`config.mk`:
```
export PLATFORM = sky130hd
export DESIGN_NAME = eth_adc_streamer_top
export DESIGN_NICKNAME = d
export VERILOG_FILES = /design/src/rtl/net_pkg.sv /design/src/rtl/stream_pkg.sv /design/src/rtl/stream_ifs.sv /design/src/rtl/eth_adc_streamer_top.sv /design/src/rtl/gmii_byte_serializer.sv /design/src/rtl/udp_frame_builder.sv /design/src/rtl/adc_sample_fifo.sv
export SDC_FILE = /design/constraint.sdc
export NUM_CORES = 1
export LEC_CHECK = 0
export ABC_AREA = 1
export BUFFER_PORTS_ARGS = -buffer_cell sky130_fd_sc_hd__buf_2
export CAP_MARGIN = 15
export CORE_MARGIN = 1.5
export CORE_UTILIZATION = 63
export DETAILED_ROUTE_END_ITERATION = 10
export PLACE_DENSITY = 0.8
export SYNTH_ARGS = -nofsm -noshare
export SYNTH_HDL_FRONTEND = slang
export SYNTH_HIERARCHICAL = 1
export SYNTH_SLANG_ARGS = --single-unit
export TNS_END_PERCENT = 100
```
`constraint.sdc`:
```
create_clock -name GMII_GTX_CLK_int -period 9.15 [get_ports GMII_GTX_CLK_int]
set_input_delay 0.4575 -clock GMII_GTX_CLK_int [delete_from_list [all_inputs] [get_ports GMII_GTX_CLK_int]]
set_output_delay 0.4575 -clock GMII_GTX_CLK_int [all_outputs]
set_load 0.05 [all_outputs]
```
`src/rtl/net_pkg.sv`:
```
`default_nettype none

package net_pkg;

	// Fixed station addresses
	localparam logic [47:0] MY_MAC  = 48'h0037_ffff_3737;
	localparam logic [47:0] DST_MAC = 48'h0090_f5de_6431;
	localparam logic [31:0] MY_IP   = 32'hc0a8_012a; // 192.168.1.42
	localparam logic [31:0] DST_IP  = 32'hc0a8_0101; // 192.168.1.1

	localparam logic [15:0] UDP_SRC_PORT = 16'd5000;
	localparam logic [15:0] UDP_DST_PORT = 16'd5001;

	////////////////////////////////////////////////////////////
	// Header fields
	////////////////////////////////////////////////////////////
	localparam logic [15:0] ETH_TYPE_IPV4 = 16'h0800;
	localparam logic [7:0]  IP_VER_IHL    = 8'h45;
	localparam logic [7:0]  IP_TTL        = 8'd64;
	localparam logic [7:0]  IP_PROTO_UDP  = 8'd17;

	// 20 IP + 8 UDP + 2 sequence + 32 payload bytes
	localparam logic [15:0] IP_TOTAL_LEN = 16'd62;
	localparam logic [15:0] UDP_LEN      = 16'd42;

	// One's complement sum over the header with ID and flags at zero
	localparam logic [31:0] IP_SUM = {IP_VER_IHL, 8'h00} + IP_TOTAL_LEN +
		{IP_TTL, IP_PROTO_UDP} + MY_IP[31:16] + MY_IP[15:0] +
		DST_IP[31:16] + DST_IP[15:0];
	localparam logic [31:0] IP_FOLD = IP_SUM[31:16] + IP_SUM[15:0];
	localparam logic [15:0] IP_HDR_CSUM = ~(IP_FOLD[31:16] + IP_FOLD[15:0]);

	////////////////////////////////////////////////////////////
	// Header word table in wire order
	////////////////////////////////////////////////////////////
	localparam int HDR_WORDS = 11;

	localparam logic [0:HDR_WORDS-1][31:0] HDR_TABLE = {
		DST_MAC, MY_MAC, ETH_TYPE_IPV4,
		IP_VER_IHL, 8'h00, IP_TOTAL_LEN,
		16'h0000, 16'h0000,               // ID, flags and fragment offset
		IP_TTL, IP_PROTO_UDP, IP_HDR_CSUM,
		MY_IP, DST_IP,
		UDP_SRC_PORT, UDP_DST_PORT, UDP_LEN,
		16'h0000,                         // UDP checksum unused
		16'h0000                          // Sequence number slot
	};

endpackage

`default_nettype wire

```
`src/rtl/stream_pkg.sv`:
```
`default_nettype none

package stream_pkg;

	localparam int SAMPLE_W      = 16;
	localparam int WORD_W        = 32;
	localparam int PAYLOAD_WORDS = 8;  // Samples per UDP packet

	// Depth must stay a power of two so pointers wrap freely
	localparam int FIFO_DEPTH = 16;
	localparam int FIFO_AW    = 4;

	localparam int IFG_CYCLES = 12;    // Idle clocks between frames

	////////////////////////////////////////////////////////////
	// Frame builder states
	////////////////////////////////////////////////////////////
	localparam logic [1:0] ST_IDLE    = 2'd0;
	localparam logic [1:0] ST_HEADER  = 2'd1;
	localparam logic [1:0] ST_PAYLOAD = 2'd2;
	localparam logic [1:0] ST_GAP     = 2'd3;

	// One word seen as a sample pair or as bytes with byte 3 first on the wire
	typedef union packed {
		struct packed {
			logic [SAMPLE_W-1:0] chan_b;
			logic [SAMPLE_W-1:0] chan_a;
		} pair;
		logic [WORD_W/8-1:0][7:0] bytes;
	} frame_word_u;

endpackage

`default_nettype wire
```
`src/rtl/stream_ifs.sv`:
```
`timescale 1ns/1ns
`default_nettype none

// FIFO head and pop strobe towards the frame builder
interface sample_rd_if;
	import stream_pkg::*;

	frame_word_u head;  // Oldest stored word
	logic pkt_ready;    // At least one packet stored
	logic empty;
	logic pop;

	modport fifo (
		output head, pkt_ready, empty,
		input  pop
	);

	modport builder (
		input  head, pkt_ready, empty,
		output pop
	);
endinterface

// Frame words towards the byte serializer
interface frame_word_if;
	import stream_pkg::*;

	frame_word_u word;
	logic valid;
	logic last;  // Final payload word of a frame
	logic take;  // One-cycle accept from the serializer

	modport builder (
		output word, valid, last,
		input  take
	);

	modport serializer (
		input  word, valid, last,
		output take
	);
endinterface

`default_nettype wire

```
`src/rtl/eth_adc_streamer_top.sv`:
```
`timescale 1ns/1ns
`default_nettype none

module eth_adc_streamer_top (
	input  logic                            GMII_GTX_CLK_int,
	input  logic                            wb_rst,
	input  logic                            sample_we_i,
	input  logic [stream_pkg::SAMPLE_W-1:0] sample_a_i,
	input  logic [stream_pkg::SAMPLE_W-1:0] sample_b_i,
	output logic [7:0]                      gmii_txd_o,
	output logic                            gmii_tx_en_o,
	output logic                            gmii_tx_er_o,
	output logic                            fifo_overflow_o
);

	sample_rd_if  rd_bus ();
	frame_word_if fw_bus ();

	////////////////////////////////////////////////////////////
	// Sample buffer, frame builder, byte serializer
	////////////////////////////////////////////////////////////
	adc_sample_fifo u_fifo (
		.GMII_GTX_CLK_int (GMII_GTX_CLK_int),
		.wb_rst           (wb_rst),
		.sample_we_i      (sample_we_i),
		.sample_a_i       (sample_a_i),
		.sample_b_i       (sample_b_i),
		.rd               (rd_bus.fifo),
		.fifo_overflow_o  (fifo_overflow_o)
	);

	udp_frame_builder u_builder (
		.GMII_GTX_CLK_int (GMII_GTX_CLK_int),
		.wb_rst           (wb_rst),
		.rd               (rd_bus.builder),
		.wr               (fw_bus.builder)
	);

	// Drives the registered GMII pins directly
	gmii_byte_serializer u_serializer (
		.GMII_GTX_CLK_int (GMII_GTX_CLK_int),
		.wb_rst           (wb_rst),
		.wr               (fw_bus.serializer),
		.gmii_txd_o       (gmii_txd_o),
		.gmii_tx_en_o     (gmii_tx_en_o),
		.gmii_tx_er_o     (gmii_tx_er_o)
	);

endmodule

`default_nettype wire

```
`src/rtl/gmii_byte_serializer.sv`:
```
`timescale 1ns/1ns
`default_nettype none

module gmii_byte_serializer (
	input  logic               GMII_GTX_CLK_int,
	input  logic               wb_rst,
	frame_word_if.serializer   wr,
	output logic [7:0]         gmii_txd_o,
	output logic               gmii_tx_en_o,
	output logic               gmii_tx_er_o
);
	import stream_pkg::*;

	frame_word_u word_q;
	logic [1:0]  byte_idx;  // Byte currently on TXD
	logic        busy;
	logic        last_q;

	// Next word is accepted while its predecessor's final byte is out,
	// except at the end of a frame where TX_EN must drop
	assign wr.take = wr.valid && (!busy || (byte_idx == 2'd0 && !last_q));

	always_ff @(posedge GMII_GTX_CLK_int) begin
		if (wr.take) begin
			word_q <= wr.word;
		end
	end

	////////////////////////////////////////////////////////////
	// GMII transmit registers
	////////////////////////////////////////////////////////////
	always_ff @(posedge GMII_GTX_CLK_int or posedge wb_rst) begin
		if (wb_rst) begin
			busy         <= 1'b0;
			byte_idx     <= 2'd0;
			last_q       <= 1'b0;
			gmii_txd_o   <= 8'h00;
			gmii_tx_en_o <= 1'b0;
			gmii_tx_er_o <= 1'b0;
		end else begin
			gmii_tx_er_o <= 1'b0; // No error signalling
			if (wr.take) begin
				busy         <= 1'b1;
				byte_idx     <= 2'd3;
				last_q       <= wr.last;
				gmii_txd_o   <= wr.word.bytes[3]; // MSB first
				gmii_tx_en_o <= 1'b1;
			end else if (busy && byte_idx != 2'd0) begin
				byte_idx   <= byte_idx - 2'd1;
				gmii_txd_o <= word_q.bytes[byte_idx - 2'd1];
			end else begin
				busy         <= 1'b0;
				last_q       <= 1'b0;
				gmii_txd_o   <= 8'h00;
				gmii_tx_en_o <= 1'b0;
			end
		end
	end

endmodule

`default_nettype wire

```
`src/rtl/udp_frame_builder.sv`:
```
`timescale 1ns/1ns
`default_nettype none

module udp_frame_builder (
	input  logic           GMII_GTX_CLK_int,
	input  logic           wb_rst,
	sample_rd_if.builder   rd,
	frame_word_if.builder  wr
);
	import stream_pkg::*;
	import net_pkg::*;

	logic [1:0]                        state;
	logic [$clog2(HDR_WORDS)-1:0]      word_idx;
	logic [15:0]                       seq;
	logic [$clog2(IFG_CYCLES+2)-1:0]   gap_cnt;
	logic [WORD_W-1:0]                 hdr_word;
	logic                              gap_done;

	////////////////////////////////////////////////////////////
	// Word source
	////////////////////////////////////////////////////////////
	always_comb begin
		hdr_word = HDR_TABLE[word_idx];
		if (word_idx == HDR_WORDS - 1) begin
			hdr_word[15:0] = seq; // Sequence number closes the header
		end
	end

	always_comb begin
		if (state == ST_PAYLOAD) begin
			wr.word = rd.head;
		end else begin
			wr.word = hdr_word;
		end
	end

	assign wr.valid = (state == ST_HEADER) || (state == ST_PAYLOAD);
	assign wr.last  = (state == ST_PAYLOAD) && (word_idx == PAYLOAD_WORDS - 1);
	assign rd.pop   = (state == ST_PAYLOAD) && wr.take;

	// The last word spends four more cycles on the wire, and idle plus
	// header entry take two, so the wait is stretched to keep the full gap
	assign gap_done = (gap_cnt == IFG_CYCLES + 1);

	////////////////////////////////////////////////////////////
	// Frame FSM
	////////////////////////////////////////////////////////////
	always_ff @(posedge GMII_GTX_CLK_int or posedge wb_rst) begin
		if (wb_rst) begin
			state    <= ST_IDLE;
			word_idx <= '0;
			seq      <= '0;
			gap_cnt  <= '0;
		end else begin
			case (state)
				ST_IDLE: begin
					word_idx <= '0;
					if (rd.pkt_ready) begin
						state <= ST_HEADER;
					end
				end

				ST_HEADER: begin
					if (wr.take) begin
						if (word_idx == HDR_WORDS - 1) begin
							state    <= ST_PAYLOAD;
							word_idx <= '0;
						end else begin
							word_idx <= word_idx + 1'b1;
						end
					end
				end

				ST_PAYLOAD: begin
					if (wr.take) begin
						if (wr.last) begin
							state   <= ST_GAP;
							gap_cnt <= '0;
							seq     <= seq + 1'b1;
						end else begin
							word_idx <= word_idx + 1'b1;
						end
					end
				end

				ST_GAP: begin
					if (gap_done) begin
						state <= ST_IDLE;
					end else begin
						gap_cnt <= gap_cnt + 1'b1;
					end
				end

				default: state <= ST_IDLE;
			endcase
		end
	end

endmodule

`default_nettype wire

```
`src/rtl/adc_sample_fifo.sv`:
```
`timescale 1ns/1ns
`default_nettype none

module adc_sample_fifo (
	input  logic                        GMII_GTX_CLK_int,
	input  logic                        wb_rst,
	input  logic                        sample_we_i,
	input  logic [stream_pkg::SAMPLE_W-1:0] sample_a_i,
	input  logic [stream_pkg::SAMPLE_W-1:0] sample_b_i,
	sample_rd_if.fifo                   rd,
	output logic                        fifo_overflow_o
);
	import stream_pkg::*;

	frame_word_u mem [FIFO_DEPTH];

	logic [FIFO_AW-1:0] wr_ptr;
	logic [FIFO_AW-1:0] rd_ptr;
	logic [FIFO_AW:0]   count;
	frame_word_u        wr_word;
	logic               full;
	logic               push;
	logic               pop_ok;

	// Channel B in the upper half
	always_comb begin
		wr_word.pair.chan_b = sample_b_i;
		wr_word.pair.chan_a = sample_a_i;
	end

	assign full   = (count == FIFO_DEPTH);
	assign push   = sample_we_i && !full; // Writes while full are lost
	assign pop_ok = rd.pop && !rd.empty;

	////////////////////////////////////////////////////////////
	// Status and fall-through head
	////////////////////////////////////////////////////////////
	assign rd.empty     = (count == '0);
	assign rd.pkt_ready = (count >= PAYLOAD_WORDS);
	assign rd.head      = mem[rd_ptr];

	always_ff @(posedge GMII_GTX_CLK_int) begin
		if (push) begin
			mem[wr_ptr] <= wr_word;
		end
	end

	always_ff @(posedge GMII_GTX_CLK_int or posedge wb_rst) begin
		if (wb_rst) begin
			wr_ptr          <= '0;
			rd_ptr          <= '0;
			count           <= '0;
			fifo_overflow_o <= 1'b0;
		end else begin
			if (push) begin
				wr_ptr <= wr_ptr + 1'b1;
			end
			if (pop_ok) begin
				rd_ptr <= rd_ptr + 1'b1;
			end

			// Simultaneous push and pop leave the count alone
			case ({push, pop_ok})
				2'b10:   count <= count + 1'b1;
				2'b01:   count <= count - 1'b1;
				default: count <= count;
			endcase

			if (sample_we_i && full) begin
				fifo_overflow_o <= 1'b1; // Sticky until reset
			end
		end
	end

endmodule

`default_nettype wire

```
==> metrics <==
CTS tree built; share of cells above drive strength 1 0.0772; Synth Instances about 2600; total track usage 0.299; via count of the first global-routing pass roughly 18000; Port Buffers 44; commonest non-fill, non-tap cells in the layout 1003 x nand2_1, 544 x edfxtp_1, 255 x inv_1; CTS H-tree depth 2; Wirelength per Cell 19.7 um; io pins between 40 and 50; WP data arrival roughly 4300 ps; crit start category flip-flop; syn avg cell area ~10 um2; Clock Latency Late Sink 610 ps; period utilization 0.413; RePlAce Congestion between 0.9 and 1; max_slew headroom 0.216; Die Area between 0.04 and 0.05 mm2; count of final max-slew check failures 0; Die Wd about 210 um; CP endpoint u_fifo/count[4]; core area 0.0410 mm2; commonest non-fill, non-tap cell in the layout nand2_1; initial drt markers approximately 2400; critical path startpoint u_serializer/byte_idx[0]; Final Hold Violating Endpoints 0; maximum vdd drop 0.181 mV; Initial Utilization 0.642; syn_nets 2677; via count approximately 18000; r2r endpoint u_fifo/count[4]; Hold WS 89.3 ps; failing checks design-rule violations; fin util 0.704; fillers around 2800; Worst-Margin Slew between 1000 and 1500 ps; Die Y 208 um; drt pass-1 iters 9; Yosys warnings 6; final setup fails 0; drt drc 4; Worst EP required just under 10000 ps; CTS sink cnt ~600; synth-to-layout area growth 9.55%; Fmax achieved roughly 260 MHz; Nets 2700; via/cell ratio ~5.7; MaxCap Viol Count 0; global route overflow 0; Fin Setup TNS 0 ps; clk buf depth 3; Reg clk slew, reported paths ~60 ps; status finished with violations; Critical R2R Launch u_serializer/byte_idx[0]; TritonCTS Buffers between 50 and 60; antenna violations before repair 4; Root Buffer clkbuf_16; min cycle time layout around 3800 ps; register area 0.0176 mm2; crit path kind flip-flop to flip-flop; Hold WC Path Type input pin to flip-flop; Post-CTS Setup Inserts 0; largest net degree at the start of global routing 113; Lkg Pwr between 0.01 and 0.015 uW; PwrDens around 240 mW/mm2; area of the multi-input gates 0.00719 mm2; Rows 74; Reg2Reg Setup Slack approximately 5400 ps; worst-path fanout max between 40 and 50; dpl hpwl roughly 33000 um; cells on worst reg2reg path 19; aggregate routed wire length between 60000 and 70000 um; Worst Setup End Kind flip-flop; clk_skew 15.3 ps; synthesized cell area roughly 0.026 mm2; unrepaired setup endpoints after global routing false; first-pass GRT wire length between 90000 and 100000 um; antenna-violating nets left 0
-- worst min path at each step --
stage	start	to	slack, ps	cells after the start
2_1_floorplan	wb_rst	u_serializer/busy	320	1
3_3_place_gp	u_fifo/fifo_overflow_o	u_fifo/fifo_overflow_o	460	1
3_5_place_dp	u_serializer/last_q	u_serializer/last_q	470	2
4_1_cts	sample_we_i	u_fifo/fifo_overflow_o	70	3
5_1_grt	sample_we_i	u_fifo/fifo_overflow_o	120	3
6_report	sample_we_i	u_fifo/fifo_overflow_o	90	3
-- registers in the layout, summed over array words and instances (netlist names) --
register and count:
u_serializer/byte_idx 2, u_builder/gap_cnt 4, u_builder/seq 16, u_serializer/busy 1
u_fifo/wr_ptr 4, u_fifo/count 5, u_builder/state 2, u_serializer/last_q 1
u_serializer/gmii_txd_o 8, u_serializer/word_q 32, u_fifo/mem 512, u_builder/word_idx 4
u_fifo/rd_ptr 4, u_fifo/fifo_overflow_o 1
-- where the power goes --
group	internal, uW	switching [uW]
Clock	1380	987
Combinational	365	983
Sequential	3240	93.9
-- layer usage --
layer	part of all wire	routed length (um)	global-route usage	up-vias
met2	0.47	29900	0.485	978
met3	0.10	6380	0.0490	164
li1	-	-	-	8513
met4	0.035	2190	0.117	2
met5	0.00011	7	0	-
met1	0.39	24900	0.409	8659
-- metrics by stage --
| stage | cell area, um2 | worst slack, ps | total power [uW] | std cells |
|---|---|---|---|---|
| 6_report | 28900 | 5370 | 7040 | 3217 |
| 2_1_floorplan | 26300 | 6050 | 4310 | 2615 |
| 3_3_place_gp | 26900 | 5380 | 4640 | 3107 |
| 5_1_grt | 28900 | 5030 | 7350 | 3216 |
| 3_5_place_dp | 26900 | 5360 | 4710 | 3107 |
| 4_1_cts | 28800 | 5330 | 7050 | 3214 |
-- worst max-delay path, stage by stage, from the launching register on --
cell,delay [ps]
dfrtp_1,830
inv_8,170
ha_1,250
inv_1,50
nand2_1,70
inv_2,210
nor2_4,40
buf_4,300
nand2_4,170
inv_1,120
nand2_1,190
inv_1,110
ha_1,290
fa_1,420
nand2_1,90
nand3_1,80
nand3_1,80
nand2_1,50
nand2_1,50
nand2_1,50
-- final cells by class --
| cell class | instances | share of cell area |
|---|---|---|
| antenna | 2 | 0.000173 |
| clock buffer | 75 | 0.0547 |
| clock inverter | 31 | 0.0103 |
| inverter | 265 | 0.0349 |
| multi-input combinational | 1641 | 0.249 |
| sequential | 596 | 0.611 |
| tap | 532 | 0.0231 |
| timing repair buffer | 75 | 0.0165 |
-- timing repair --
| action | CTS | global route |
|---|---|---|
| hold buffers | 1 | 0 |
| endpoints found under the hold margin | 26 | 0 |
| endpoints found under the setup margin | 0 | 0 |
| resized for setup | 0 | 0 |
No activity file was read; power rests on OpenSTA's default activity.
